<file path="config.mk">
export PLATFORM = sky130hd
export DESIGN_NAME = uart_rx
export DESIGN_NICKNAME = d
export VERILOG_FILES = /design/src/logic/soc_pkg.sv /design/src/logic/uart_rx.sv
export SDC_FILE = /design/constraint.sdc
export NUM_CORES = 1
export LEC_CHECK = 0
export BUFFER_PORTS_ARGS = -buffer_cell sky130_fd_sc_hd__buf_2
export CORE_UTILIZATION = 58
export CTS_CLUSTER_SIZE = 30
export DETAILED_ROUTE_END_ITERATION = 16
export PLACE_DENSITY = 0.81
export RECOVER_POWER = 50
export SLEW_MARGIN = 0
export SYNTH_ARGS = -nofsm -noshare
export SYNTH_HDL_FRONTEND = slang
export SYNTH_SLANG_ARGS = --single-unit
</file>
<file path="constraint.sdc">
create_clock -name clk_i -period 5.35 [get_ports clk_i]
set_input_delay 1.07 -clock clk_i [delete_from_list [all_inputs] [get_ports clk_i]]
set_output_delay 1.07 -clock clk_i [all_outputs]
set_load 0.02 [all_outputs]
</file>
<file path="src/logic/soc_pkg.sv">
`default_nettype none

package soc_pkg;

    // bus widths
    localparam int ADDR_W    = 32;
    localparam int DATA_W    = 32;
    localparam int BE_W      = 4;               // byte lanes per word
    localparam int BYTE_W    = 8;
    localparam int RAM_IDX_W = 10;              // 1024 words per bank

    // byte offset below the word index
    localparam int WORD_OFS_W = $clog2(BE_W);

    // address map
    localparam logic [ADDR_W-1:0] BASE_RAM_BASE = 32'h8000_0000;
    localparam logic [ADDR_W-1:0] EXT_RAM_BASE  = 32'h8040_0000;
    // 4 MB windows, the small banks alias inside them
    localparam logic [ADDR_W-1:0] RAM_WIN_MASK  = 32'hffc0_0000;

    localparam logic [ADDR_W-1:0] UART_DATA_ADDR = 32'hbfd0_03f8;
    localparam logic [ADDR_W-1:0] UART_STAT_ADDR = 32'hbfd0_03fc;

    // status word layout
    localparam int STAT_TX_READY_BIT = 0;
    localparam int STAT_RX_AVAIL_BIT = 1;

    // serial timing, short bit time for simulation
    // board value would be 50 MHz / 9600 baud
    localparam int CLKS_PER_BIT = 16;
    localparam int CLK_CNT_W    = $clog2(CLKS_PER_BIT);
    localparam int HALF_BIT     = CLKS_PER_BIT / 2;

    // start + data + stop
    localparam int FRAME_BITS = BYTE_W + 2;

endpackage

`default_nettype wire

</file>
<file path="src/logic/uart_rx.sv">
`timescale 1ns/10ps
`default_nettype none

module uart_rx (
    input  wire                         clk_i,
    input  wire                         rst_i,
    input  wire                         rxd_i,
    output logic [soc_pkg::BYTE_W-1:0]  byte_o,
    output logic                        byte_valid_o
);
    import soc_pkg::*;

    typedef enum logic [1:0] {
        ST_IDLE,
        ST_START,
        ST_DATA,
        ST_STOP
    } rx_state_e;

    rx_state_e                 state_q;
    logic                      rxd_meta_q;
    logic                      rxd_sync_q;
    logic [CLK_CNT_W-1:0]      clk_cnt_q;
    logic [$clog2(BYTE_W)-1:0] bit_cnt_q;
    logic [BYTE_W-1:0]         shift_q;
    logic                      valid_q;

    // two flop sync, idle line is high
    always_ff @(posedge clk_i) begin
        if (rst_i) begin
            rxd_meta_q <= 1'b1;
            rxd_sync_q <= 1'b1;
        end else begin
            rxd_meta_q <= rxd_i;
            rxd_sync_q <= rxd_meta_q;
        end
    end

    always_ff @(posedge clk_i) begin
        if (rst_i) begin
            state_q   <= ST_IDLE;
            clk_cnt_q <= '0;
            bit_cnt_q <= '0;
            valid_q   <= 1'b0;
        end else begin
            valid_q <= 1'b0;                // single cycle pulse
            case (state_q)
                ST_IDLE: begin
                    clk_cnt_q <= '0;
                    if (!rxd_sync_q) state_q <= ST_START;   // falling edge
                end
                ST_START: begin
                    // recheck at mid bit, filters glitches
                    if (clk_cnt_q == CLK_CNT_W'(HALF_BIT - 1)) begin
                        clk_cnt_q <= '0;
                        bit_cnt_q <= '0;
                        state_q   <= rxd_sync_q ? ST_IDLE : ST_DATA;
                    end else begin
                        clk_cnt_q <= clk_cnt_q + 1'b1;
                    end
                end
                ST_DATA: begin
                    if (clk_cnt_q == CLK_CNT_W'(CLKS_PER_BIT - 1)) begin
                        clk_cnt_q <= '0;
                        shift_q   <= {rxd_sync_q, shift_q[BYTE_W-1:1]};   // lsb first
                        if (bit_cnt_q == ($clog2(BYTE_W))'(BYTE_W - 1)) begin
                            state_q <= ST_STOP;
                        end else begin
                            bit_cnt_q <= bit_cnt_q + 1'b1;
                        end
                    end else begin
                        clk_cnt_q <= clk_cnt_q + 1'b1;
                    end
                end
                ST_STOP: begin
                    if (clk_cnt_q == CLK_CNT_W'(CLKS_PER_BIT - 1)) begin
                        valid_q <= rxd_sync_q;      // bad stop bit drops the frame
                        state_q <= ST_IDLE;
                    end else begin
                        clk_cnt_q <= clk_cnt_q + 1'b1;
                    end
                end
                default: state_q <= ST_IDLE;
            endcase
        end
    end

    assign byte_o       = shift_q;
    assign byte_valid_o = valid_q;

endmodule

`default_nettype wire

</file>
Word-level counts from Yosys, hierarchy flattened. Index checks and enable logic that the tools add are counted.

Bits in registers: 20. Input bits: 3. Output and inout bits: 9. Word-level logic and storage cells: 46.

Add/subtract/negate cells: 2. Equality and inequality tests: 13. Multiplexer cells: 15. Bitwise operators: 3. Reductions and logical operators: 6.

Operator list (number): 4-bit one-hot mux with 4 select lines (1); 2-bit inequality test, second input constant (7); 2-bit two-way mux (6); 4-bit two-way mux (3); 3-bit two-way mux (3); 2-bit one-hot mux with 4 select lines (1); 3-bit one-hot mux with 2 select lines (1); 5-bit AND reduction (1); 4-bit by 1-bit adder with 4-bit output, second input constant (1); 2-bit == test, second input constant (2); 4-bit by 3-bit == test with 1-bit output, second input constant (1); 4-bit == test, second input constant (1); 4-bit AND reduction (1); 3-bit by 1-bit adder with 3-bit output, second input constant (1); 3-bit == test, second input constant (1); 1-bit inverter (3); 3-bit AND reduction (1); 3-bit OR reduction (1); 2-bit by 1-bit == test with 1-bit output, second input constant (1); 2-bit logical NOT (1); 2-bit nonzero test (1).

Depth between registers and ports, before layout.
Depth in word-level cells: 4. Depth in mapped cells: 6. Depth with buffers taken out: 6.

Worst setup path after synthesis. OpenSTA, ideal clock, no wires.

Path kind: in2reg. Start: input rst_i. End: register shift_q[0] (netlist: byte_o[0]), enable pin. Setup time: 0.383 ns. Arrival: 1.914 ns. Data required time: 4.967 ns. Setup slack: 3.052 ns. Stages: 2. Path buffers: 1. Cells stage by stage: buf_1 -> nor3_1.

Cells in the longest elaborated chain, start to end: 2.

Ends and longest elaborated chain: start: declaration (line uart_rx.sv:6) `input wire rst_i,`; 1-bit inverter (no source line); 3-bit AND reduction (no source line); end signal: assignment (line uart_rx.sv:65) `shift_q <= {rxd_sync_q, shift_q[BYTE_W-1:1]};`; end: declaration (line uart_rx.sv:25) `logic [BYTE_W-1:0] shift_q;`.

No other way between the ends. A chain may end at the register's enable or synchronous reset.

Final worst setup path.
Start: input rst_i. End: register shift_q[3] (netlist: byte_o[3]), enable pin.

The elaborated chain is that of the path after synthesis.

==> flow_summary.toml <==
[status]
outcome = "completed"

[placed_design]
place_area_um2 = 927
dp_slack_ps = 2860
gp_routability_congestion = 0.835
dp_hpwl_um = 1020
io_buffers = 11

[routing]
wl_um = 1490
drc = 0
postRouteAntennaNets = 0
detail_route.wl_per_cell_um = 14.1
first_pass_iters = 4
routed_via_density = 5.92
drt_iter0_markers = 22
vias = 628

[finish]
finalNetCount = 98
syn2layout_area_growth_pct = 6.70
layout_common_cells = "dfxtp_1 (12), buf_2 (10), a21oi_1 (8), edfxtp_1 (8), nand3_1 (5)"
multiInputGateArea_um2 = 338
regArea_um2 = 480
drive_gt1_share_pct = 18.7
diodes = 0
nFillCells = 103
mostFrequentLayoutCell = "dfxtp_1"
final_cell_area_um2 = 936

[global_routing]
gr-total-overflow = 0
grt_pass1_vias = 569
grt_first_pass_wirelength_um = 2350
antenna_found_initial = 0
track_usage_pct = 22.3
grt_max_degree = 15

[setup_path]
start_kind = "input port"
cpMaxStageDelayCell = "nor3_1"
critPathKind = "input port to flop"
slowest_delay_ps = 890
path_max_fanout = 13
critPathTopFamily = "simple AND/OR/NAND/NOR gates"
critPathArrivalTime_ps = 2210
cp.required_ps = 5280
end_kind = "flop"
worst-path-buf-inv = 1
worstPathCellList = "clkbuf_1 > nor3_1"

[synth]
netlist-cell-type-count = 34
synth_top_area_share_pct = 27.4
synth_ff_type = "dfxtp_1"
synthesis.nets = 86
ys_seq_area_share_pct = 54.8
yosysWarnings = 0
syn_inst = 80
avgSynthCellArea_um2 = 11.0
synth.area.top_cells = "dfxtp_1 (27%), edfxtp_1 (27%), a21oi_1 (4.6%)"
ys_async_sr_fraction_pct = 0
synth_edf_count = 8
ys_ff_latch = 20
syn-cell-area_um2 = 877
synth_top_area_cell = "dfxtp_1"

[die]
core_mm2 = 0.00135
core.rowCount = 13
die_area_mm2 = 0.00167
die_h_um = 40.9
initial_core_util_pct = 65.0
die_width_um = 40.9
ioPinCount = 12

[pwr]
leakagePower_nw = 0.365
cellPowerDensity_mw_per_mm2 = 256
power_w = 0.000239
ir_worst_vdd_uv = 129

[sta]
fin_ws_ps = 3060
worst_pin_slew_ps = 1000
min_period_ps = 2290
hold_slack_ps = 426
skew_ps = 5.40
period_share_pct = 42.8
fmax_mhz = 437
hold_viol_final = 0
maxSlewViolCount = 0
rsz0062_at_grt = "no"
totalNegativeSetupSlack_ps = 0
setup_viol = 0
slew_headroom_pct = 32.7

[clock_network]
cts_buffer_depth = 2
cts_sinks = 20
post_cts_resized = 0
ctsHoldBuffers = 0
cts_setup_buffers = 0
cts_tree = "built"
clkTransAtPathRegs_ps = 100
worstSkewPairLatency_ps = 300
cts_buffers = 3
root_buffer = "clkbuf_4"
htree_levels = 1

[hold_path]
hold_path.class = "flop to flop"

[flow_run]
drv_cap = 0
-- area by class of cell --
cell class                 instances  area share (%)
sequential                        20            51.3
multi-input combinational         51            36.1
timing repair buffer              11            5.75
clock buffer                       4            2.81
inverter                           5            2.01
tap                               15            2.01
-- flip-flops by register name, summed over array words and instances (netlist names), named ones only --
signal	count
state_q	1
byte_o	8
bit_cnt_q	3
rxd_meta_q	1
byte_valid_o	1
rxd_sync_q	1
clk_cnt_q	4
-- worst paths after layout --
| path | start | endpoint | slack [ps] | cells past startpoint |
|---|---|---|---|---|
| setup reg to reg | flop | byte_o[3] | 3320 | 2 |
| setup / recovery | rst_i | byte_o[3] | 3060 | 2 |
| hold reg to reg | rxd_meta_q | rxd_sync_q | 430 | 1 |
| hold / removal | rxd_meta_q | rxd_sync_q | 430 | 1 |
-- synth_stat cells (2+ instances only) --
cell type	n
a21oi_1	8
or2_1	2
inv_1	4
nand2_1	4
nor2_1	4
dfxtp_1	12
nand3_1	4
or3_1	2
nor3_1	4
nor4_1	2
and3_1	2
ha_1	3
edfxtp_1	8
-- power by group --
group          internal, W  switching (W)
clock network    0.0000290      0.0000428
logic           0.00000299     0.00000388
registers         0.000159     0.00000205
-- routing by layer --
metal,share of wire [%],global-route usage (%),up-vias
met5,0,0,-
met1,48,26.8,294
met3,3.0,3.26,5
met4,1.9,12.5,0
met2,47,37.5,15
li1,-,-,314
-- per-stage QoR --
| stage | util [%] | std cells |
|---|---|---|
| floorplan | - | 80 |
| finish | 69.3 | 106 |
| global placement | 68.7 | 102 |
| global route | 69.3 | 106 |
| detailed placement | 68.7 | 102 |
| CTS | 70.6 | 106 |
-- cells by family after synthesis --
kind of cell	share of synthesized area (%)
and+or+nand+nor	20.8
DFF	54.8
AOI/OAI and AO/OA	14.1
buffers and inverters	4.85
adders and majority gates	4.28
muxes	1.14
Power figures use the tool's default switching activity.
