<file path="src/logic/soc_pkg.sv">
`default_nettype none

package soc_pkg;

    // bus widths
    localparam int ADDR_W    = 32;
    localparam int DATA_W    = 32;
    localparam int BE_W      = 4;               // byte lanes per word
    localparam int BYTE_W    = 8;
    localparam int RAM_IDX_W = 10;              // 1024 words per bank

    // byte offset below the word index
    localparam int WORD_OFS_W = $clog2(BE_W);

    // address map
    localparam logic [ADDR_W-1:0] BASE_RAM_BASE = 32'h8000_0000;
    localparam logic [ADDR_W-1:0] EXT_RAM_BASE  = 32'h8040_0000;
    // 4 MB windows, the small banks alias inside them
    localparam logic [ADDR_W-1:0] RAM_WIN_MASK  = 32'hffc0_0000;

    localparam logic [ADDR_W-1:0] UART_DATA_ADDR = 32'hbfd0_03f8;
    localparam logic [ADDR_W-1:0] UART_STAT_ADDR = 32'hbfd0_03fc;

    // status word layout
    localparam int STAT_TX_READY_BIT = 0;
    localparam int STAT_RX_AVAIL_BIT = 1;

    // serial timing, short bit time for simulation
    // board value would be 50 MHz / 9600 baud
    localparam int CLKS_PER_BIT = 16;
    localparam int CLK_CNT_W    = $clog2(CLKS_PER_BIT);
    localparam int HALF_BIT     = CLKS_PER_BIT / 2;

    // start + data + stop
    localparam int FRAME_BITS = BYTE_W + 2;

endpackage

`default_nettype wire

</file>
<file path="src/logic/mem_bridge.sv">
`timescale 1ns/10ps
`default_nettype none

module mem_bridge (
    // fetch side, always requesting
    input  wire [soc_pkg::ADDR_W-1:0]     ifu_addr_i,
    output logic [soc_pkg::DATA_W-1:0]    ifu_rdata_o,
    output logic                          ifu_resp_o,

    // load/store side
    input  wire [soc_pkg::ADDR_W-1:0]     lsu_addr_i,
    input  wire [soc_pkg::DATA_W-1:0]     lsu_wdata_i,
    input  wire [soc_pkg::BE_W-1:0]       lsu_be_n_i,
    input  wire                           lsu_re_i,
    input  wire                           lsu_we_i,
    output logic [soc_pkg::DATA_W-1:0]    lsu_rdata_o,
    output logic                          lsu_resp_o,

    // base ram bank
    output logic [soc_pkg::RAM_IDX_W-1:0] base_idx_o,
    output logic [soc_pkg::DATA_W-1:0]    base_wdata_o,
    output logic [soc_pkg::BE_W-1:0]      base_wmask_o,
    output logic                          base_we_o,
    input  wire [soc_pkg::DATA_W-1:0]     base_rdata_i,

    // ext ram bank
    output logic [soc_pkg::RAM_IDX_W-1:0] ext_idx_o,
    output logic [soc_pkg::DATA_W-1:0]    ext_wdata_o,
    output logic [soc_pkg::BE_W-1:0]      ext_wmask_o,
    output logic                          ext_we_o,
    input  wire [soc_pkg::DATA_W-1:0]     ext_rdata_i,

    // serial register block
    output logic                          uart_rd_data_o,
    output logic                          uart_wr_data_o,
    output logic [soc_pkg::BYTE_W-1:0]    uart_wdata_o,
    input  wire [soc_pkg::BYTE_W-1:0]     uart_rx_byte_i,
    input  wire                           uart_rx_avail_i,
    input  wire                           uart_tx_ready_i
);
    import soc_pkg::*;

    logic                  lsu_acc;        // any strobe this cycle
    logic                  sel_base;
    logic                  sel_ext;
    logic                  sel_udata;
    logic                  sel_ustat;
    logic                  lsu_on_base;    // load/store wins base ram
    logic [RAM_IDX_W-1:0]  lsu_idx;
    logic [RAM_IDX_W-1:0]  ifu_idx;
    logic [DATA_W-1:0]     stat_word;
    logic [DATA_W-1:0]     udata_word;
    logic [BE_W-1:0]       wmask;

    assign lsu_acc = lsu_re_i | lsu_we_i;

    // window decode on the upper bits
    assign sel_base  = (lsu_addr_i & RAM_WIN_MASK) == BASE_RAM_BASE;
    assign sel_ext   = (lsu_addr_i & RAM_WIN_MASK) == EXT_RAM_BASE;
    // serial regs are exact matches
    assign sel_udata = lsu_addr_i == UART_DATA_ADDR;
    assign sel_ustat = lsu_addr_i == UART_STAT_ADDR;

    // word index sits just above the byte offset
    assign lsu_idx = lsu_addr_i[WORD_OFS_W +: RAM_IDX_W];
    assign ifu_idx = ifu_addr_i[WORD_OFS_W +: RAM_IDX_W];

    // base ram arbitration, load/store has priority
    assign lsu_on_base = lsu_acc & sel_base;
    assign base_idx_o  = lsu_on_base ? lsu_idx : ifu_idx;
    assign ifu_rdata_o = base_rdata_i;
    assign ifu_resp_o  = ~lsu_on_base;   // fetch holds its address and retries

    // byte enables come in active low
    assign wmask = ~lsu_be_n_i;

    assign base_wdata_o = lsu_wdata_i;
    assign base_wmask_o = wmask;
    assign base_we_o    = lsu_we_i & sel_base;

    // ext ram only ever sees load/store
    assign ext_idx_o   = lsu_idx;
    assign ext_wdata_o = lsu_wdata_i;
    assign ext_wmask_o = wmask;
    assign ext_we_o    = lsu_we_i & sel_ext;

    // data register strobes, single cycle like the lsu strobes
    assign uart_rd_data_o = lsu_re_i & sel_udata;
    assign uart_wr_data_o = lsu_we_i & sel_udata;
    assign uart_wdata_o   = lsu_wdata_i[BYTE_W-1:0];   // low byte only

    // status word, everything else reads zero
    always_comb begin
        stat_word = '0;
        stat_word[STAT_TX_READY_BIT] = uart_tx_ready_i;
        stat_word[STAT_RX_AVAIL_BIT] = uart_rx_avail_i;
    end

    assign udata_word = {{(DATA_W-BYTE_W){1'b0}}, uart_rx_byte_i};

    // read return mux
    always_comb begin
        lsu_rdata_o = '0;                  // unmapped reads zero
        if (sel_base) begin
            lsu_rdata_o = base_rdata_i;
        end else if (sel_ext) begin
            lsu_rdata_o = ext_rdata_i;
        end else if (sel_udata) begin
            lsu_rdata_o = udata_word;
        end else if (sel_ustat) begin
            lsu_rdata_o = stat_word;
        end
    end

    // every target answers in the strobe cycle
    assign lsu_resp_o = lsu_acc;

endmodule

`default_nettype wire

</file>
<file path="config.mk">
export PLATFORM = sky130hd
export DESIGN_NAME = mem_bridge
export DESIGN_NICKNAME = d
export VERILOG_FILES = /design/src/logic/soc_pkg.sv /design/src/logic/mem_bridge.sv
export SDC_FILE = /design/constraint.sdc
export NUM_CORES = 1
export LEC_CHECK = 0
export BUFFER_PORTS_ARGS = -buffer_cell sky130_fd_sc_hd__buf_2
export CAP_MARGIN = 5
export CORE_AREA = 10 10 127 129
export DETAILED_ROUTE_END_ITERATION = 6
export DIE_AREA = 0 0 137 139
export GPL_TIMING_DRIVEN = 0
export SLEW_MARGIN = 20
export SYNTH_ARGS = -nofsm -noshare
export SYNTH_HDL_FRONTEND = slang
export SYNTH_SLANG_ARGS = --single-unit
</file>
<file path="constraint.sdc">
create_clock -name vclk -period 1.7
set_input_delay 0 -clock vclk [all_inputs]
set_output_delay 0 -clock vclk [all_outputs]
set_load 0.005 [all_outputs]
</file>
After elaboration in Yosys (flattened, before gate mapping)
Cells that the tools add are included.
- eq/ne operators: 4
- mux-type cells: 5
- bitwise operators: 8
- operators by type and width (kind ; count):
    32-bit equality test, second input constant ; 2
    32-bit two-way mux ; 2
    10-bit equality test, second input constant ; 2
    10-bit two-way mux ; 1
    8-bit two-way mux ; 1
    1-bit AND ; 5
    4-bit NOT ; 1
    2-bit two-way mux ; 1
    1-bit NOT ; 1
    1-bit bitwise OR ; 1
- flip-flop bits (word level): 0
- bits of input ports: 176
- output and inout port bits: 170
- logic and storage cells: 17

Longest topological paths before layout
- depth in word-level cells: 5
- depth in mapped cells: 5
- mapped depth without buffers: 3

Worst setup path before layout
No wires, ideal clock.
- kind: in2out
- from: input lsu_addr_i[10] (netlist bit)
- to: output lsu_rdata_o[0] (netlist bit)
- data arrival time: 1.143 ns
- required time: 1.700 ns
- setup slack: 0.557 ns
- stages on the path: 4
- path buffers: 1
- cells stage by stage: nand4b_1 -> or4_4 -> buf_6 -> o41ai_2
- longest elaborated chain between the ends: 5
- elaborated cells on any way between the ends: 6
- those cells by class: eq/ne: 2; mux: 4
- ends and longest elaborated chain (element ; RTL line ; RTL):
    from (decl) ; mem_bridge.sv:11 ; input wire [soc_pkg::ADDR_W-1:0] lsu_addr_i,
    32-bit equality test ; mem_bridge.sv:62 ; assign sel_ustat = lsu_addr_i == UART_STAT_ADDR;
    2-bit two-way mux ; mem_bridge.sv:110 ; end else if (sel_ustat) begin
    8-bit two-way mux * ; mem_bridge.sv:108 ; end else if (sel_udata) begin
    32-bit two-way mux * ; mem_bridge.sv:106 ; end else if (sel_ext) begin
    32-bit two-way mux * ; mem_bridge.sv:104 ; if (sel_base) begin
    to (decl) ; mem_bridge.sv:16 ; output logic [soc_pkg::DATA_W-1:0] lsu_rdata_o,
Every way passes the cells marked *; elsewhere a longest branch is shown, timed or not.

Worst setup path in the final report
- from: input lsu_addr_i[10] (netlist bit)
- to: output lsu_rdata_o[1] (netlist bit)
The elaborated chain is that of the path after synthesis.

==> impl_metrics.toml <==
[run_status]
status = "completed"

[floorplan]
start_util_pct = 13.69
core_um2 = 13670
dieArea_um2 = 19040
die_w_um = 137
rows = 43
num_io_pins = 346
fp.dieH_um = 139

[sta]
maxSlewViolCount = 0
period_share_pct = 86.99
hold_slack_ns = 0.1685
rsz0062_at_grt = "false"
hold_viol_final = 0
finalCriticalPeriod_ns = 1.479
slew_headroom_pct = 47.31
max_freq_ghz = 0.6762
setup_violations = 0
tightest_slew_ns = 0.7904

[global_route]
grt_usage_pct = 9.403
antenna_found_initial = 0
gr-total-overflow = 0
grt_start_max_net_pins = 11
grt_pass1_vias = 2747
grt_pass1_wl_mm = 14.77

[yosys]
synth_area_leaders = "buf_4 (48%), mux2i_1 (17%), mux2_2 (6.6%)"
synth_top_area_share_pct = 48.16
synthesis.instances = 239
synthesis.area_um2 = 1871
yosys_warnings = 0
yosysTopAreaCell = "buf_4"
synth_cell_types = 29
syn_nets = 415
avgSynthCellArea_um2 = 7.827
yosysSeqAreaShare_pct = 0

[route]
drt_iter0_drc = 37
antenna_left = 0
wirelength_mm = 10.36
vias = 2546
drcViolationCount = 0
drtPass1Iterations = 4
via_per_inst = 3.581
wl_per_cell_um = 14.57

[cells_and_area]
seqCellArea_um2 = 0
drive_above_1_share_pct = 83.05
design.seq.count = 0
finish.instance_area_um2 = 3587
syn2layout_area_growth_pct = 91.77
final.clkbuf_count = 0
nets = 709
antenna-diode-count = 0

[power_and_ir_drop]
max-vdd-ir-drop_uv = 75.92
p_sw_uw = 244.9
p_leak_uw = 0.002192
internal_power_uw = 438.5
combPwrFrac_pct = 100.0
seq_power_share_pct = 0
power_density_nw_per_um2 = 190.5
swShare_pct = 35.84
clkPwrFrac_pct = 0

[critical_path]
crit_required_ns = 1.70
crit_chain = "buf_2, nand4b_1, or4_4, buf_6, o41ai_2, buf_2"
endpoint_kind = "output pin"
worstPathMaxFanout = 10
slowest_stage = "or4_4"
start_kind = "primary input"
path_class = "in -> out"
crit_arrival_ns = 1.48
cp_common_cell = "buf_2"
cpPeakStageDelay_ns = 0.52

[clock_tree]
cts_hold_buf = 0

[flow_run]
cap_violations = 0

[place]
routabilityCongestion = 0.7881
hpwl_mm = 9.482
io_buffers = 291
place_area_um2 = 3552

[hold_path]
hp-class = "in -> out"
==> repair_timing <==
| action | 4_1_cts | 5_1_grt |
|---|---|---|
| cloned | 0 | 0 |
| resized for setup | 1 | 2 |
| buffers inserted | 0 | 1 |
| setup endpoints to repair | 1 | 41 |
| pin swaps | 0 | 1 |
==> final timing paths <==
path,from,end,cells after the start
max,lsu_addr_i[10],lsu_rdata_o[1],6
min,lsu_wdata_i[16],ext_wdata_o[16],2
==> cells in the mapped netlist (all sizes together), types with 2 or more instances <==
library cell and instances:
buf 124, mux2i 32, nor2 24, mux2 12, nand2b 6, o32ai 6
inv 5, nand4 5, clkbuf 4, nor4b 3, and3 2, nand4b 2
nor3 2, nor4 2, o41ai 2
==> cell usage in the layout (no fill, tap or decap), drive strengths merged, types with 3 or more instances in the layout <==
master | netlist | routed
inv | 5 | 5
o32ai | 6 | 6
mux2 | 12 | 12
mux2i | 32 | 32
nor4b | 3 | 3
buf | 124 | 416
nand2b | 6 | 6
nor2 | 24 | 24
nand4 | 5 | 5
clkbuf | 4 | 4
==> power by group through the flow <==
stage | sequential (µW) | combinational [µW] | clock, µW
floorplan | 0 | 342 | 0
global placement | 0 | 688 | 0
detailed placement | 0 | 694 | 0
CTS | 0 | 697 | 0
global route | 0 | 754 | 0
finish | 0 | 683 | 0
==> layer usage <==
layer,part of all wire [%],GRT usage (%),up-vias
met2,53,18.68,165
met3,16,4.529,2
met5,0,0,-
met1,31,8.668,1105
li1,-,-,1274
met4,0.33,0.3885,0
==> stage by stage <==
stage	total power, µW	std cells	setup WS, ns	TNS [ns]	util [%]
after floorplan	342.3	239	0.5568	0	-
after global placement	688.2	710	0.002804	0	25.99
after detailed placement	694.4	710	-0.006531	-0.006531	25.99
after CTS	697.4	710	0.05829	0	26.00
after global routing	754.2	711	0.005662	0	26.25
final	683.4	711	0.2212	0	26.25
==> logic make-up after synthesis <==
kind of cell | count (synthesis) | synth area share, %
mux | 44 | 24.35
buf+inv | 133 | 51.17
simple gates | 53 | 16.99
compound gates | 9 | 7.491
==> critical path, delay by kind of cell <==
kind	cells	cell delay [ns]
buffers and inverters	3	0.46
and+or+nand+nor	2	0.69
AOI/OAI and AO/OA	1	0.33
==> final cells by class <==
| type | instances | area [µm²] |
|---|---|---|
| fill | 1545 | 10080 |
| timing repair buffer | 292 | 1476 |
| buffer | 128 | 939.7 |
| multi-input combinational | 106 | 927.1 |
| tap | 180 | 225.2 |
| inverter | 5 | 18.77 |
(Power assumes the default switching activity.)
