$ cat src/logic/soc_pkg.sv
`default_nettype none

package soc_pkg;

    // bus widths
    localparam int ADDR_W    = 32;
    localparam int DATA_W    = 32;
    localparam int BE_W      = 4;               // byte lanes per word
    localparam int BYTE_W    = 8;
    localparam int RAM_IDX_W = 10;              // 1024 words per bank

    // byte offset below the word index
    localparam int WORD_OFS_W = $clog2(BE_W);

    // address map
    localparam logic [ADDR_W-1:0] BASE_RAM_BASE = 32'h8000_0000;
    localparam logic [ADDR_W-1:0] EXT_RAM_BASE  = 32'h8040_0000;
    // 4 MB windows, the small banks alias inside them
    localparam logic [ADDR_W-1:0] RAM_WIN_MASK  = 32'hffc0_0000;

    localparam logic [ADDR_W-1:0] UART_DATA_ADDR = 32'hbfd0_03f8;
    localparam logic [ADDR_W-1:0] UART_STAT_ADDR = 32'hbfd0_03fc;

    // status word layout
    localparam int STAT_TX_READY_BIT = 0;
    localparam int STAT_RX_AVAIL_BIT = 1;

    // serial timing, short bit time for simulation
    // board value would be 50 MHz / 9600 baud
    localparam int CLKS_PER_BIT = 16;
    localparam int CLK_CNT_W    = $clog2(CLKS_PER_BIT);
    localparam int HALF_BIT     = CLKS_PER_BIT / 2;

    // start + data + stop
    localparam int FRAME_BITS = BYTE_W + 2;

endpackage

`default_nettype wire

$ cat src/logic/uart_tx.sv
`timescale 1ns/10ps
`default_nettype none

module uart_tx (
    input  wire                        clk_i,
    input  wire                        rst_i,
    input  wire                        start_i,
    input  wire [soc_pkg::BYTE_W-1:0]  byte_i,
    output logic                       txd_o,
    output logic                       busy_o
);
    import soc_pkg::*;

    logic                          busy_q;
    logic [CLK_CNT_W-1:0]          clk_cnt_q;
    logic [$clog2(FRAME_BITS)-1:0] bit_cnt_q;
    logic [FRAME_BITS-1:0]         frame_q;     // stop, data, start

    // frame shift register, no reset needed
    always_ff @(posedge clk_i) begin
        if (start_i && !busy_q) begin
            frame_q <= {1'b1, byte_i, 1'b0};
        end else if (busy_q && clk_cnt_q == CLK_CNT_W'(CLKS_PER_BIT - 1)) begin
            frame_q <= {1'b1, frame_q[FRAME_BITS-1:1]};
        end
    end

    always_ff @(posedge clk_i) begin
        if (rst_i) begin
            busy_q    <= 1'b0;
            clk_cnt_q <= '0;
            bit_cnt_q <= '0;
        end else if (!busy_q) begin
            clk_cnt_q <= '0;
            bit_cnt_q <= '0;
            if (start_i) busy_q <= 1'b1;    // busy from next cycle on
        end else if (clk_cnt_q == CLK_CNT_W'(CLKS_PER_BIT - 1)) begin
            clk_cnt_q <= '0;
            // last bit is the stop bit
            if (bit_cnt_q == ($clog2(FRAME_BITS))'(FRAME_BITS - 1)) begin
                busy_q <= 1'b0;
            end else begin
                bit_cnt_q <= bit_cnt_q + 1'b1;
            end
        end else begin
            clk_cnt_q <= clk_cnt_q + 1'b1;
        end
    end

    // line held high when idle
    assign txd_o  = busy_q ? frame_q[0] : 1'b1;
    assign busy_o = busy_q;

endmodule

`default_nettype wire

$ cat config.mk
export PLATFORM = sky130hd
export DESIGN_NAME = uart_tx
export DESIGN_NICKNAME = d
export VERILOG_FILES = /design/src/logic/soc_pkg.sv /design/src/logic/uart_tx.sv
export SDC_FILE = /design/constraint.sdc
export NUM_CORES = 1
export LEC_CHECK = 0
export BUFFER_PORTS_ARGS = -buffer_cell sky130_fd_sc_hd__buf_2
export CAP_MARGIN = 20
export CORE_MARGIN = 2
export CORE_UTILIZATION = 46
export CTS_CLUSTER_DIAMETER = 80
export DETAILED_ROUTE_END_ITERATION = 10
export GPL_ROUTABILITY_DRIVEN = 0
export PLACE_DENSITY = 0.7
export SLEW_MARGIN = 20
export SYNTH_ARGS = -nofsm -noshare
export SYNTH_HDL_FRONTEND = slang
export SYNTH_SLANG_ARGS = --single-unit
export TNS_END_PERCENT = 30
$ cat constraint.sdc
create_clock -name clk_i -period 1.4 [get_ports clk_i]
set_input_delay 0.35 -clock clk_i [delete_from_list [all_inputs] [get_ports clk_i]]
set_output_delay 0.35 -clock clk_i [all_outputs]
set_load 0.05 [all_outputs]
-- After elaboration in Yosys (flattened, before gate mapping)
Cells that the tools add are included.
- $add $sub $neg: 2
- equal/unequal tests: 2
- multiplexer cells: 7
- bitwise operators: 2
- reduce and logical (&&, ||, !) cells: 7
- operators by type and width (operator ; count):
    2-to-1 mux 9 bit ; 2
    adder 4 x 1 -> 4 bit, second input constant ; 2
    == test 4 bit, second input constant ; 2
    2-to-1 mux 1 bit ; 5
    OR reduction 3 bit ; 1
    logical AND 1 bit ; 2
    inverter 1 bit ; 2
    AND reduction 2 bit ; 1
    nonzero test 2 bit ; 1
    OR reduction 2 bit ; 1
    logical NOT 1 bit ; 1
- bits in registers: 18
- output and inout bits: 2
- word-level logic and storage cells: 25

-- Longest topological paths before layout
Gate-level depths: netlist of run 1.
- depth after elaboration: 4
- depth in mapped cells: 5
- mapped depth without buffers: 5

-- Least setup slack after synthesis of run 1
Ideal clock, no wire load.
- path type: register to register
- start point: register busy_q (netlist: busy_o)
- end point: register frame_q[1] (enable)
- data arrival time: 1.329 ns
- required time: 1.129 ns
- setup slack: -0.199 ns
- stages on the path, launching flop included: 4
- path buffers: 1
- period minus slack after synthesis: 1.599 ns
- path through: dfxtp_1 -> nor2b_1 -> clkbuf_1 -> or2_2
- cells in the longest elaborated chain, start to end: 3
- RTL lines (what ; line ; RTL):
    start: declaration ; uart_tx.sv:14 ; logic busy_q;
    start signal: assignment ; uart_tx.sv:30 ; busy_q <= 1'b0;
    start signal: assignment ; uart_tx.sv:36 ; if (start_i) busy_q <= 1'b1;
    start signal: assignment ; uart_tx.sv:41 ; busy_q <= 1'b0;
    logical NOT 1 bit ; -- ;
    logical AND 1 bit ; uart_tx.sv:21 ; if (start_i && !busy_q) begin
    nonzero test 2 bit (no line) (*) ; -- ;
    end signal: assignment ; uart_tx.sv:22 ; frame_q <= {1'b1, byte_i, 1'b0};
    end signal: assignment ; uart_tx.sv:24 ; frame_q <= {1'b1, frame_q[FRAME_BITS-1:1]};
    end: declaration ; uart_tx.sv:17 ; logic [FRAME_BITS-1:0] frame_q;
Mark *: on every way between the ends. The rest lies on a longest branch, timed or not.
A chain may end at the register's enable or synchronous reset.

-- Final worst setup path of run 1
- start point: register clk_cnt_q[1]
- end point: register frame_q[3] (enable)
- cells in the longest elaborated chain, start to end: 3
- RTL lines (what ; line ; RTL):
    start: declaration ; uart_tx.sv:15 ; logic [CLK_CNT_W-1:0] clk_cnt_q;
    start signal: assignment ; uart_tx.sv:46 ; clk_cnt_q <= clk_cnt_q + 1'b1;
    == test 4 bit ; uart_tx.sv:23 ; end else if (busy_q && clk_cnt_q == CLK_CNT_W'(CLKS_PER_BIT - 1)) begin
    logical AND 1 bit ; uart_tx.sv:23 ;
    nonzero test 2 bit (no line) ; -- ;
No other way between the ends.

==> flow_summary_export.csv, run 1 <==
group,metric,value,unit
run_status,status,"complete, no violations",
critical_path,start_kind,"register",
yosys,synthSimpleGateAreaFrac,0.166,
power,ir_drop,0.000571,V
global_route,grt_pass1_wl,2.42,mm
yosys,synthMuxAreaShare,0.0127,
clock_tree,htreeDepth,1,
yosys,yosysWarnings,0,
power,power_density,958,mW/mm2
yosys,yosysMostFrequentCell,"dfxtp_1",
routing,vias,579,
clock_tree,cts_made_buffers,3,
clock_tree,cts_buffer_depth,2,
yosys,ys_types,28,
timing,grt_setup_unrepaired,"false",
critical_path,critical_path_class,"register to register",
layout,fin_nets,106,
flow_run,maxCapViolCount,0,
yosys,synth_top_area_frac,0.304,
timing,finalHoldViolCount,0,
placement,placed_cell_area,917,um2
yosys,synth-edff-count,8,
routing,first_pass_iters,4,
timing,fin_ws,55.5,ps
yosys,ys_async_sr_fraction,0,
yosys,netlist_area,790,um2
clock_tree,cts_sinks,18,
routing,wl,1.42,mm
global_route,globalRouteTotalUtil,0.168,
yosys,syn_nets,83,
global_route,antenna_found_initial,0,
critical_path,crit_path_end_kind,"register",
global_route,globalRouteOverflowTotal,0,
die,fp.dieH,45.4,um
timing,finalCriticalPeriod,1340,ps
yosys,synth_cells,69,
layout,final_cell_area,955,um2
layout,n_antenna_cell,0,
routing,drcViolationCount,0,
critical_path,required,1430,ps
timing,fmax,744,MHz
yosys,synthXorXnorAreaFrac,0.0111,
layout,drive_above_1_share,0.352,
clock_tree,hold_buffers,0,
die,pin_count,13,
power,p_leak,0.393,nW
timing,finalSetupTns,0,ps
yosys,ys.flop_type,"dfxtp_1",
timing,skew,3.17,ps
yosys,syn_avg_cell_area,11.4,um2
die,core_area,0.00156,mm2
layout,syn_to_final_growth,20.9,%
yosys,yosys.area_share.adder,0.0475,
critical_path,arrival,1380,ps
routing,wl_per_cell,13.2,um
yosys,synth_seq_cells,18,
placement,preCtsSetupSlack,57.4,ps
routing,drtAntennaViolNets,0,
critical_path,critPathMaxFanout,8,
placement,hpwl,1.03,mm
timing,max_slew_margin,0.837,
yosys,synth_top_family_by_area,"compound AO/OA/AOI/OAI gates",
timing,final_max_slew_viol_count,0,
clock_tree,cts_root_buf,"clkbuf_4",
die,dieArea,0.00206,mm2
global_route,grt_max_degree,11,
timing,setup_viol,0,
timing,whs,223,ps
hold_path,hp-class,"input port to register",
clock_tree,cts_tree,"built",
die,start_util,0.506,
die,die_w,45.4,um
die,rows,14,
placement,portBuffers,12,
timing,fin_crit_sh,0.960,
routing,first_iter_violations,13,
clock_tree,clk_latency,290,ps
timing,tightestPinTransition,246,ps
yosys,synth.yosys.seq_area_share,0.558,
yosys,synth_common_cells,"dfxtp_1 (10), edfxtp_1 (8), a22o_1 (7)",
yosys,synth_largest_area_cell,"edfxtp_1",
yosys,synth_compound_area_frac,0.176,
routing,avgViaCountPerCell,5.41,
clock_tree,path_clk_slew,100,ps
yosys,ys_top_cells_by_area,"edfxtp_1 (30%), dfxtp_1 (25%), a22o_1 (7.8%)",
global_route,grt_pass1_vias,584,
## layout make-up
type / count / area, um2
well taps: 16 / 20.0
inverters: 3 / 11.3
multi-input cells: 46 / 330
clock buffers: 3 / 22.5
clock inverters: 1 / 3.75
flip-flops and latches: 18 / 447
fillers: 142 / 604
repair buffers: 20 / 120
## power by group
part	leakage, nW	switching [W]	total (W)	internal (W)
clock	0.0154	0.000159	0.000263	0.000104
combinational	0.216	0.0000428	0.0000749	0.0000320
sequential	0.162	0.00000855	0.000577	0.000568
## stage by stage
step	utilization	cells	power, W
finish	0.612	107	0.000914
global route	0.612	107	0.000970
global placement	0.588	102	0.000662
detailed placement	0.588	102	0.000664
CTS	0.605	106	0.000930
floorplan	-	69	0.000632
## metal layers
metal	up-vias	global-route usage	routed length [um]	share of wire
li1	304	-	-	-
met1	263	0.220	690	0.49
met2	10	0.251	655	0.46
met3	2	0.0476	51	0.036
met4	0	0.0882	18	0.013
met5	-	0	0	0
## final timing paths
check,depth (start not counted),endpoint,from,slack (ps)
setup reg to reg,3,frame_q[3],clk_cnt_q[1],60
setup / recovery,3,frame_q[3],clk_cnt_q[1],60
hold / removal,2,busy_o,rst_i,220
hold reg to reg,2,frame_q[0],frame_q[1],460
## cell usage in the layout, fill, tap and decap left out, drive strengths merged
master and instances:
ha 3, nand3 2, a211oi 2, xnor2 1
and3 1, and3b 1, nand4b 1, inv 3
nor2 5, mux2i 1, clkbuf 3, o31ai 1
a21o 1, buf 20, nor2b 2, and4 1
or3 2, o21ai 3, nand2b 1, a22o 7
clkinv 1, dfxtp 10, o21a 1, edfxtp 8
a21oi 5, or2 1, nand2 3, nand4 1
## state kept, by name, indices dropped and copies added, names as in the netlist
register	flops
clk_cnt_q	4
busy_o	1
bit_cnt_q	4
frame_q	9
## worst max-delay path, stage by stage (launching register included)
cell	delay (ps)
dfxtp_2	340
ha_2	160
and4_2	180
or2_2	400
## timing repair
action	CTS	global route
endpoints found under the setup margin	0	11
buffers inserted	0	1
gates resized for setup	0	3
## cells by family (layout without fill, tap and decap cells)
logic type,count (synthesis),in the layout
AO/OA/AOI/OAI,20,20
XOR/XNOR,1,1
adder cells (fa/ha/maj),3,3
buffers and inverters,5,27
flip-flops,18,18
multiplexers,1,1
AND/OR/NAND/NOR,21,21
Note: power is estimated with default switching activity, not from simulation.
==> inputs of run 2 (changes only) <==
Clock period 1.4 ns to 1.1 ns, I/O delays scaled along.
==> run 2 against run 1 <==
Count of clock-buffer cells in the layout stayed put. The flow now finishes with violations (setup timing). Final area grew 28%. Power rose by 33%. Global-route usage grew 2.8 points.
==> flow_summary_export.csv, run 2 (same netlist as run 1, synthesis figures left out) <==
group,metric,value,unit
run_status,status,"finished, violations left",
run_status,violations,"setup timing",
global_route,globalRouteTotalUtil,0.196,
layout,syn_to_final_growth,54.5,%
global_route,globalRouteOverflowTotal,0,
power,p_leak,0.523,nW
critical_path,start_kind,"register",
timing,fin_ws,-164,ps
critical_path,cp_num_buf_inv,2,
layout,fin_util,0.783,
die,fp.dieH,45.4,um
placement,portBuffers,12,
timing,fmax,791,MHz
critical_path,path_depth,3,
clock_tree,cts_buffer_depth,2,
routing,met3_length,66,um
critical_path,critical_path_class,"register to output port",
layout,drive_above_1_share,0.589,
critical_path,crit_path_end_kind,"output port",
critical_path,critPathTopFamily,"flip-flops",
timing,finalHoldViolCount,0,
routing,drcViolationCount,0,
clock_tree,htreeDepth,1,
routing,wl,1.90,mm
clock_tree,clk_latency,300,ps
placement,preCtsSetupSlack,-208,ps
hold_path,hp-class,"input port to register",
timing,finalSetupTns,-3120,ps
layout,layout.area.seq,449,um2
global_route,grt_pass1_wl,2.77,mm
layout,fill_cells,108,
power,ir_drop,0.000885,V
timing,setup_viol,27,
hold_path,hold_depth,2,
routing,drtAntennaViolNets,0,
layout,fin_nets,127,
layout,n_antenna_cell,0,
placement,placed_cell_area,0.00103,mm2
timing,tightestPinTransition,314,ps
critical_path,r2r_cells,4,
routing,m1WireLength,856,um
flow_run,maxCapViolCount,0,
clock_tree,path_clk_slew,110,ps
global_route,grt_pass1_vias,648,
layout,regMostFlops,"frame_q",
routing,wl_per_cell,14.8,um
timing,whs,147,ps
critical_path,arrival,990,ps
critical_path,required,820,ps
clock_tree,hold_buffers,0,
routing,maxUsedRoutingLayer,"met4",
timing,final_max_slew_viol_count,0,
die,pin_count,13,
routing,avgViaCountPerCell,5.40,
layout,final_cell_area,0.00122,mm2
clock_tree,cts_sinks,18,
die,start_util,0.506,
critical_path,critPathMaxFanout,3,
routing,wl_met2,962,um
timing,finalCriticalPeriod,1260,ps
critical_path,cp_slowest_cell,"dfxtp_4",
die,rows,14,
clock_tree,cts_made_buffers,3,
layout,largest_reg_flops,9,
die,core_area,0.00156,mm2
timing,fin_crit_sh,1.15,
layout,reg.largest.list,"frame_q: 9 flops, bit_cnt_q: 4 flops, clk_cnt_q: 4 flops",
timing,grt_setup_unrepaired,"true",
routing,vias,691,
global_route,antenna_found_initial,0,
critical_path,crit_chain,"buf_6 -> nand2_4 -> buf_8",
layout,layout_commonest_cell,"buf_4",
layout,layout_common_cells,"buf_4 (24), buf_2 (10), edfxtp_1 (8)",
die,dieArea,0.00206,mm2
timing,skew,10.9,ps
power,power_density,1000,mW/mm2
timing,max_slew_margin,0.790,
routing,first_iter_violations,7,
clock_tree,cts_root_buf,"clkbuf_4",
placement,hpwl,1.23,mm
routing,first_pass_iters,4,
clock_tree,cts_tree,"built",
critical_path,slowest_delay,370,ps
die,die_w,45.4,um
global_route,grt_max_degree,11,
layout,multi_input_area,400,um2
-- run 2: where the power goes --
| part | total [W] | internal (W) | switching (W) |
|---|---|---|---|
| logic | 0.000141 | 0.0000709 | 0.0000697 |
| clock network | 0.000345 | 0.000132 | 0.000213 |
| registers | 0.000734 | 0.000724 | 0.0000104 |
-- run 2: routing by layer --
layer	vias to the layer above	global-route usage
met5	-	0
met4	0	0.0882
met3	2	0.0357
met2	14	0.321
met1	328	0.249
li1	347	-
-- run 2: final timing paths --
path / startpoint / to / slack (ps)
worst max-delay path: busy_o / txd_o / -160
worst min-delay path: rst_i / busy_o / 150
worst max register to register: clk_cnt_q[1] / frame_q[2] / -160
worst min register to register: frame_q[1] / frame_q[0] / 450
-- run 2: repair_timing --
item                       4_1_cts  5_1_grt
resized for setup               17       10
gates cloned                     0        0
setup endpoints to repair       25       27
setup buffers                    7        3
pin swaps                        8        6
-- run 2: area by class of cell --
type	instances	area share
tap	16	0.0164
sequential	18	0.368
multi-input combinational	46	0.328
clock buffer	3	0.0185
timing repair buffer	41	0.256
clock inverter	1	0.00308
inverter	3	0.00923
-- run 2: through the flow --
| step | std cells | power, W |
|---|---|---|
| final | 128 | 0.00122 |
| after global routing | 128 | 0.00127 |
| after CTS | 125 | 0.00122 |
| after detailed placement | 114 | 0.000862 |
| after global placement | 114 | 0.000858 |
| after floorplan | 69 | 0.000810 |
-- run 2: worst reg2reg max path, stage by stage, from the launching register on --
cell and delay [ps]:
dfxtp_2 350, ha_4 160, and4_4 160, buf_6 120, a22o_1 220
