File: config.mk
export PLATFORM = sky130hd
export DESIGN_NAME = uart_regs
export DESIGN_NICKNAME = d
export VERILOG_FILES = /design/src/logic/soc_pkg.sv /design/src/logic/uart_regs.sv
export SDC_FILE = /design/constraint.sdc
export NUM_CORES = 1
export LEC_CHECK = 0
export BUFFER_PORTS_ARGS = -buffer_cell sky130_fd_sc_hd__clkbuf_2
export CORE_AREA = 2 2 39 41
export CTS_CLUSTER_SIZE = 25
export DETAILED_ROUTE_END_ITERATION = 10
export DIE_AREA = 0 0 41 43
export HOLD_SLACK_MARGIN = 0.03
export PLACE_DENSITY_LB_ADDON = 0.25
export SYNTH_ARGS = -nofsm -noshare
export SYNTH_HDL_FRONTEND = slang
export SYNTH_SLANG_ARGS = --single-unit
export TNS_END_PERCENT = 30
File: constraint.sdc
create_clock -name clk_i -period 1.5 [get_ports clk_i]
set_input_delay 0.3 -clock clk_i [delete_from_list [all_inputs] [get_ports clk_i]]
set_output_delay 0.3 -clock clk_i [all_outputs]
set_load 0.005 [all_outputs]
File: src/logic/soc_pkg.sv
`default_nettype none

package soc_pkg;

    // bus widths
    localparam int ADDR_W    = 32;
    localparam int DATA_W    = 32;
    localparam int BE_W      = 4;               // byte lanes per word
    localparam int BYTE_W    = 8;
    localparam int RAM_IDX_W = 10;              // 1024 words per bank

    // byte offset below the word index
    localparam int WORD_OFS_W = $clog2(BE_W);

    // address map
    localparam logic [ADDR_W-1:0] BASE_RAM_BASE = 32'h8000_0000;
    localparam logic [ADDR_W-1:0] EXT_RAM_BASE  = 32'h8040_0000;
    // 4 MB windows, the small banks alias inside them
    localparam logic [ADDR_W-1:0] RAM_WIN_MASK  = 32'hffc0_0000;

    localparam logic [ADDR_W-1:0] UART_DATA_ADDR = 32'hbfd0_03f8;
    localparam logic [ADDR_W-1:0] UART_STAT_ADDR = 32'hbfd0_03fc;

    // status word layout
    localparam int STAT_TX_READY_BIT = 0;
    localparam int STAT_RX_AVAIL_BIT = 1;

    // serial timing, short bit time for simulation
    // board value would be 50 MHz / 9600 baud
    localparam int CLKS_PER_BIT = 16;
    localparam int CLK_CNT_W    = $clog2(CLKS_PER_BIT);
    localparam int HALF_BIT     = CLKS_PER_BIT / 2;

    // start + data + stop
    localparam int FRAME_BITS = BYTE_W + 2;

endpackage

`default_nettype wire

File: src/logic/uart_regs.sv
`timescale 1ns/10ps
`default_nettype none

module uart_regs (
    input  wire                         clk_i,
    input  wire                         rst_i,

    // from the bridge
    input  wire                         rd_data_i,    // load of data reg
    input  wire                         wr_data_i,    // store to data reg
    input  wire [soc_pkg::BYTE_W-1:0]   wdata_i,

    // receiver side
    input  wire [soc_pkg::BYTE_W-1:0]   rx_byte_i,
    input  wire                         rx_valid_i,

    // transmitter side
    input  wire                         tx_busy_i,

    output logic [soc_pkg::BYTE_W-1:0]  rx_byte_o,
    output logic                        rx_avail_o,
    output logic                        tx_ready_o,
    output logic                        tx_start_o,
    output logic [soc_pkg::BYTE_W-1:0]  tx_byte_o
);
    import soc_pkg::*;

    logic [BYTE_W-1:0] rx_buf_q;
    logic              rx_avail_q;

    // one byte receive buffer, a newer byte simply overwrites
    always_ff @(posedge clk_i) begin
        if (rx_valid_i) begin
            rx_buf_q <= rx_byte_i;
        end
    end

    // available flag: set by a new byte, cleared by a data load
    always_ff @(posedge clk_i) begin
        if (rst_i) begin
            rx_avail_q <= 1'b0;
        end else if (rx_valid_i) begin
            rx_avail_q <= 1'b1;             // new byte wins over a clear
        end else if (rd_data_i) begin
            rx_avail_q <= 1'b0;
        end
    end

    assign rx_byte_o  = rx_buf_q;
    assign rx_avail_o = rx_avail_q;

    // start only when idle, a store while busy is dropped
    assign tx_start_o = wr_data_i & ~tx_busy_i;
    assign tx_byte_o  = wdata_i;        // tx latches it with the start
    assign tx_ready_o = ~tx_busy_i;

endmodule

`default_nettype wire

---- Word-level counts from Yosys, hierarchy flattened ----
Index checks and enable logic that the tools add are counted.
word-level totals
  flip-flop bits (word level) ............. 9
  input bits .............................. 22
  output and inout bits ................... 19
  word-level logic and storage cells ...... 7
operators by class
  multiplexer cells ....................... 2
  bitwise logic cells ..................... 2
  reductions and logical operators ........ 1
operators by type and width
  operator            count
  $mux W1             2
  $reduce_bool A2 Y1  1
  $and A1 B1 Y1       1
  $not A1 Y1          1

---- Longest topological paths before layout ----
Gate-level depths: netlist of the first run.
  depth after elaboration ................. 2
  mapped depth ............................ 2

---- Worst setup path before layout of the first run ----
OpenSTA, ideal clock, no wires.
  path kind ............................... input to output
  start point ............................. input wr_data_i
  end point ............................... output tx_start_o
  arrival ................................. 0.431 ns
  data required time ...................... 1.200 ns
  slack ................................... 0.769 ns
  stages on the path ...................... 1
  path through ............................ nor2b_1
on the way
  longest elaborated chain between the ends .. 1
RTL lines
  item           line             text
  from (decl)    uart_regs.sv:10  input wire wr_data_i,
  $and A1 B1 Y1  uart_regs.sv:53  assign tx_start_o = wr_data_i & ~tx_busy_i;
  to (decl)      uart_regs.sv:23  output logic tx_start_o,
No other way between the ends.

---- Final worst setup path of the first run ----
  start point ............................. register rx_buf_q[4], in the netlist rx_byte_o[4]
  end point ............................... output rx_byte_o[4] (netlist name)
RTL lines
  item                    line             text
  from (decl)             uart_regs.sv:28  logic [BYTE_W-1:0] rx_buf_q;
  from (signal assigned)  uart_regs.sv:34  rx_buf_q <= rx_byte_i;
  to (decl)               uart_regs.sv:20  output logic [soc_pkg::BYTE_W-1:0] rx_byte_o,
No word-level cell between the ends.

==> results, run 1 <==
- Total power for the finished layout comes to 0.0005231 W.
- In this run the mean area of a mapped cell was 15.87 µm².
- The worst hold path belongs to the class in -> reg.
- At the pin with the least slew margin, the transition time is 0.2147 ns.
- The worst voltage drop across the vdd grid is 483.2 µV.
- The number of max-slew violations in the final report was 0.
- Of the total synthesized cell area, the portion taken by AND, OR, NAND and NOR gates is 3.584%.
- After routing the design area is 455.4 µm².
- The die outline height is 43 µm.
- The synthesized design contains 9 register bits.
- The number of buffers on the longest clock path is 2.
- The initialized floorplan defines 14 standard-cell rows.
- The portion of the post-synthesis area used by sequential elements is 74.55%.
- Global routing finished with a remaining overflow of 0.
- Relative to the synthesized area, the layout overhead comes to 30.47%.
- The number of nets in the final layout is 65.
- The number of instances resized during post-cts repair is 0.
- The number of detailed-routing iterations run before antenna repair is 1.
- Setup repair after global routing left no endpoint under its margin.
- After Yosys synthesis, XOR and XNOR cells account for 0% of the synthesized area.
- The fraction of layout instances using a drive strength above 1 is 66.67%.
- The depth of the CTS H-tree is 1.
- The CTS tree is built.
- The root buffer cell chosen for the clock tree is sky130_fd_sc_hd__clkbuf_4.
- The fraction of the mapped netlist area in compound gates is 2.509%.
- The average wire per cell in the routed design is 10.57 µm.
- The die covers 0.001763 mm².
- The number of antenna violations at the first check in global routing is 0.
- The standby leakage power is 0.2180 nW.
- Once detail routing completed, the nets flagged for antenna violations numbered 0.
- Of the available clock period, the critical path in the final layout requires 68.81%.
- The number of buffers added for setup after CTS is 0.
- The number of buffers added on ports is 24.
- The largest delay contributor family on the critical path is flip-flops.
- The core area is 0.001384 mm².
- The cell count after synthesis is 22.
- The detail-routed via count per cell is 3.983.
- The number of DRC violations after detailed routing is 0.
- The overall die width is 41 µm.
- The clock-pin slew reported for the worst setup and hold paths after clock tree synthesis is 0.06 ns.
- In the final layout, the multi-input gates occupy 21.27 µm².
- Registers take 260.3 µm².
- The maximum operating frequency is 0.9688 GHz.
- Across the routed clock network, the largest skew measured is 0 ns.
- Along the worst path, the maximum fanout reaches 1.
- Once placement completed, the tool counted placed cells totaling 54.
- After synthesis the cells add up to 349.1 µm².
- The DRC violation total after the first TritonRoute iteration is 0.
- Data arrives at the worst endpoint at 0.73 ns.
- The number of antenna cells inserted is 0.
- The wire length of the first global-routing pass is 876 µm.
- Summing over every cut layer, the via total after detailed routing is 231.
- The total of endpoints with negative setup slack in the final report is 0.
- For this configuration, the core starts out at a cell density of 25.23%.
- In this run, post-CTS hold repair placed 0 buffers.
- The area share of fa/ha/maj cells after synthesis is 0%.
- The final number of hold-violating endpoints was 0.
- Traced cell by cell, the critical path runs through clkbuf_2.
- The detailed placer's ending HPWL is 527.6 µm.
- The weighted congestion at the end of routability-driven global placement is 0.6042.
- The run finished with clean final reports.
- The type of destination of the critical path is an output pin.
- The final instance count without filler cells is 58.
- The setup TNS is 0 ns.
- Data on the critical path is required at its endpoint by 1.20 ns.
- The number of violations of the max-capacitance limit is 0.
- In this run the cell area measured after placement is 429.2 µm².
- The mux share of post-synthesis cell area is 0%.
- The Yosys step of the flow raised 0 warnings.
- The pin count of the biggest net entering global routing is 10.
- The kind of launch point of the worst setup path is a register.
- The delay of the slowest cell on the worst path is 0.36 ns.
- The I/O pin count is 41.
- Across every metal layer, demand over resource in global routing totals 8.122%.
- The worst setup path is of the reg -> out kind.
- The tree built by TritonCTS fans out to 9 sinks.
- The final critical path time including I/O delays and setup is 1.032 ns.
- In this run the tightest slew margin relative to its limit is 85.69%.
- The cell with the largest stage delay on the worst path is sky130_fd_sc_hd__edfxtp_1.
- The via count of the first global-routing pass is 212.
- The final-layout fill cell count is 145.
- TritonCTS created 3 clock buffers.
- The clock reaches the later pin of the worst-skew pair after 0.25 ns.
- The buffering stage count on the worst path with inverters included is 1.
- The net count after synthesis is 44.
- Summed over all layers, the routed wires come to 613 µm.
- After synthesis, the largest family of logic cells by area is buffers and inverters.
- Power spread over the standard cell area amounts to 1149 mW/mm².
- Yosys mapped the design onto 7 distinct sky130hd cell types.
==> layout by cell type, fill, tap and decap left out <==
cell	netlist	final
sky130_fd_sc_hd__nor2b_1	1	1
sky130_fd_sc_hd__clkbuf_4	0	3
sky130_fd_sc_hd__edfxtp_1	8	8
sky130_fd_sc_hd__clkbuf_2	0	24
sky130_fd_sc_hd__inv_1	2	2
sky130_fd_sc_hd__nand2b_1	1	1
sky130_fd_sc_hd__a21oi_2	1	1
sky130_fd_sc_hd__dfxtp_1	1	1
sky130_fd_sc_hd__clkbuf_1	0	1
==> cell families (layout without fill, tap and decap cells) <==
logic type,count (synthesis),after routing
simple gates,2,2
compound gates,1,1
flops,9,9
buf+inv,10,30
==> sequential cells by signal, summed over array words and instances (netlist names) <==
| register | cells |
|---|---|
| rx_avail_o | 1 |
| rx_byte_o | 8 |
==> metal layers <==
metal,share of wire (%),vias to the layer above,routed length [µm],GRT usage (%)
met3,15,0,92,5.759
li1,-,105,-,-
met2,46,22,284,10.63
met5,0,-,0,0
met1,38,104,236,8.667
met4,0,0,0,6.000
==> stage by stage <==
stage          utilization (%)  setup WS, ns  hold slack, ns
3_5_place_dp             31.01        0.5732          0.4639
5_1_grt                  32.91        0.4137          0.1942
6_report                 32.91        0.4678          0.2034
2_1_floorplan                -        0.7686          0.3624
4_1_cts                  32.91        0.4484          0.1924
3_3_place_gp             31.01        0.6083          0.4624
==> power by group <==
group	internal [W]	switching [W]	leakage (nW)	total [W]
logic	0.0000277	0.0000205	0.116	0.0000483
registers	0.000294	0.00000507	0.0867	0.000299
clock network	0.000102	0.0000739	0.0150	0.000176
total	0.000424	0.0000995	0.218	0.000523
==> synth_stat cells <==
library cell | instances | area [µm²]
sky130_fd_sc_hd__a21oi_2 | 1 | 8.760
sky130_fd_sc_hd__buf_4 | 8 | 60.06
sky130_fd_sc_hd__dfxtp_1 | 1 | 20.02
sky130_fd_sc_hd__edfxtp_1 | 8 | 240.2
sky130_fd_sc_hd__inv_1 | 2 | 7.510
sky130_fd_sc_hd__nand2b_1 | 1 | 6.260
sky130_fd_sc_hd__nor2b_1 | 1 | 6.260
==> final timing paths <==
check             slack [ns]  cells past startpoint          from           end
setup reg to reg        0.91                      2    rx_avail_o    rx_avail_o
hold reg to reg         0.49                      2    rx_avail_o    rx_avail_o
setup / recovery        0.47                      1  rx_byte_o[4]  rx_byte_o[4]
hold / removal          0.20                      2         rst_i    rx_avail_o
==> area by class of cell <==
cell class	instances	area share [%]
Clock buffer	4	5.769
Inverter	2	1.648
Multi-Input combinational cell	3	4.670
Sequential cell	9	57.14
Tap cell	16	4.396
Timing Repair Buffer	24	26.37
Note: power is estimated with default switching activity, not from simulation.
==> run 2: changes to the inputs <==
Clock period 1.5 ns to 1 ns, I/O delays scaled along.
==> run 2 against run 1 <==
Sequential power up 50%; design area stayed put; flip-flop and latch count unchanged; cell count is the same; critical path depth did not move; die area unchanged; sequential share of layout area stayed put; first-iteration DRC count up 1; wire length increased by 3.6%; non-clock buffer count is the same; utilization did not move; clock power up 53%.
==> results, run 2 (same netlist as run 1, synthesis figures left out) <==
- The final-layout fill cell count is 147 (was 145).
- The maximum operating frequency is 1.071 GHz.
- The number of antenna violations at the first check in global routing came to 0 (unchanged).
- The weighted congestion at the end of routability-driven global placement was 0.6004 (was 0.6042).
- The number of placement rows was 14 (unchanged).
- The number of buffers added on ports is 24 (unchanged).
- The fraction of layout instances using a drive strength above 1 is 66.67% (unchanged).
- The total die area is 0.001763 mm² (unchanged).
- The setup TNS is 0 ns (unchanged).
- The final number of hold-violating endpoints is 0 (unchanged).
- Critical Path, Cell by Cell: clkbuf_2 (unchanged).
- The met1 track demand over resource is 7.047% (was 8.667%).
- The buffer cell driving the clock tree root is sky130_fd_sc_hd__clkbuf_4 (unchanged).
- The kind of launch point of the worst setup path is a register (unchanged).
- The number of cells traversed by the worst register-to-register path was 2 (unchanged).
- The remaining max-slew budget at the tightest pin was 86.16% (was 85.69%).
- The destination of the worst hold path is rx_avail_o (unchanged).
- The initial standard-cell utilization of the core is 25.23% (unchanged).
- The delay of the slowest cell on the worst path is 0.37 ns (was 0.36 ns).
- The die outline height is 43 µm (unchanged).
- The I/O pin count is 41 (unchanged).
- The number of antenna cells inserted came to 0 (unchanged).
- The clock latency reported for the late side of the worst-skew pair is 0.25 ns (about the same).
- The detail-routed via count per cell is 4.034 (was 3.983).
- The largest delay contributor family on the critical path is flip-flops (unchanged).
- The number of buffers added for setup after CTS is 0 (unchanged).
- The core area was 0.001384 mm² (unchanged).
- The cell count of the worst hold path is 2 (unchanged).
- The total routing usage reported by global routing is 7.935% (was 8.122%).
- The average wire per cell in the routed design is 10.95 µm (was 10.57 µm).
- The number of detailed-routing iterations run before antenna repair is 3 (was 1).
- The final worst-path cycle share is 93.38%.
- The clock-pin slew reported for the worst setup and hold paths after clock tree synthesis is 0.06 ns (about the same).
- The type of destination of the critical path was an output pin (unchanged).
- The path type of the worst min-delay path is in -> reg (unchanged).
- Most frequent cells in the layout: sky130_fd_sc_hd__clkbuf_2, sky130_fd_sc_hd__edfxtp_1, sky130_fd_sc_hd__clkbuf_4 (unchanged).
- Run status: complete, no violations (unchanged).
- The endpoint of the worst register-to-register path was rx_avail_o (unchanged).
- The register-to-register path setup slack is 0.40 ns (was 0.91 ns).
- The cell with the largest stage delay on the worst path was sky130_fd_sc_hd__edfxtp_1 (unchanged).
- The number of instances resized during post-cts repair came to 0 (unchanged).
- RSZ-0062 raised after global routing: false (unchanged).
- The critical path arrival was 0.73 ns (about the same).
- The startpoint of the worst register-to-register path is rx_avail_o (unchanged).
- The flip-flop count of the largest register after layout is 8 (unchanged).
- The final critical path time including I/O delays and setup is 0.9338 ns.
- The CTS tree is built (unchanged).
- The buffering stage count on the worst path with inverters included was 1 (unchanged).
- The final standard cell utilization of the core is 32.91% (unchanged).
- The number of buffers created by CTS is 3 (unchanged).
- The launch instance of the worst min-delay path is rst_i (unchanged).
- The number of DRC violations after detailed routing is 0 (unchanged).
- The DRC violation total after the first TritonRoute iteration came to 1 (was 0).
- The number of max-slew violations in the final report was 0 (unchanged).
- The met2 usage in global routing is 10.00% (was 10.63%).
- The number of buffers on the longest clock path came to 2 (unchanged).
- The overall die width is 41 µm (unchanged).
- The most utilized layer in the global route result is met2 (unchanged).
- The standby leakage power was 0.2180 nW (unchanged).
- The number of nets in the final layout is 65 (unchanged).
- The via count of the first global-routing pass was 208 (was 212).
- The slew at the pin closest to its max-slew limit came to 0.2075 ns (was 0.2147 ns).
- The largest fanout on the critical path is 1 (unchanged).
- The overall via count from detail_route came to 234 (was 231).
- The number of violations of the max-capacitance limit is 0 (unchanged).
- The worst setup path category is reg -> out (unchanged).
- The met3 usage in global routing was 6.806% (was 5.759%).
- The cts-stage hold buffer count is 0 (unchanged).
- The number of clock sinks seen by CTS is 9 (unchanged).
- The total detailed-routing wirelength was 635 µm (was 613 µm).
- The area added between synthesis and finish is 30.47% (unchanged).
- The wire length of the first global-routing pass is 834 µm (was 876 µm).
- The data required time of the critical path was 0.80 ns (was 1.20 ns).
- The commonest non-fill, non-tap cell in the layout is sky130_fd_sc_hd__clkbuf_2 (unchanged).
- The total of endpoints with negative setup slack in the final report is 0 (unchanged).
- The depth of the CTS H-tree is 1 (unchanged).
- The worst clock skew is 0 ns (unchanged).
- The worst voltage drop across the vdd grid was 499.3 µV (was 483.2 µV).
- The number of routed nets with antenna violations is 0 (unchanged).
- The detailed placer's ending HPWL is 538.9 µm (was 527.6 µm).
- The sum of overflow across all layers after global routing is 0 (unchanged).
- The pin count of the biggest net entering global routing is 10 (unchanged).
- The power per cell area is 1736 mW/mm² (was 1149 mW/mm²).
run 2: final cells by class:
cell class | instances | area (µm²) | share of cell area, %
sequential | 9 | 260.3 | 57.14
timing repair buffer | 24 | 120.1 | 26.37
clock buffer | 4 | 26.28 | 5.769
multi-input combinational | 3 | 21.27 | 4.670
tap | 16 | 20.02 | 4.396
inverter | 2 | 7.507 | 1.648
run 2: worst max-delay path by stage:
stage / startpoint / to / slack (ns) / cells past startpoint
2_1_floorplan: rx_avail_o / rx_avail_o / 0.43 / 2
3_3_place_gp: rx_valid_i / rx_byte_o[3] / 0.28 / 1
3_5_place_dp: rx_valid_i / rx_byte_o[6] / 0.27 / 1
4_1_cts: rx_byte_o[6] / rx_byte_o[6] / 0.04 / 1
5_1_grt: rx_byte_o[5] / rx_byte_o[5] / 0.009 / 1
6_report: rx_byte_o[6] / rx_byte_o[6] / 0.07 / 1
run 2: power breakdown:
part           switching (W)  internal [W]  total (W)
registers         0.00000753      0.000441   0.000449
clock network       0.000116      0.000153   0.000269
logic              0.0000314     0.0000416  0.0000730
total               0.000155      0.000636   0.000791
run 2: stage by stage:
step	instance area [µm²]	setup slack [ns]	power, W	hold slack [ns]	instances
after floorplan	349.1	0.4335	0.0004947	0.2624	22
after global placement	429.2	0.2814	0.0005289	0.3624	54
after detailed placement	429.2	0.2650	0.0005324	0.3765	54
after CTS	455.4	0.04285	0.0008123	0.09627	58
after global routing	455.4	0.009083	0.0008413	0.09761	58
final	455.4	0.06620	0.0007905	0.1102	58
run 2: per-layer routing:
layer	vias up	share of wire, %
met5	-	0
met4	0	0
met3	0	16
met2	22	44
met1	107	40
li1	105	-
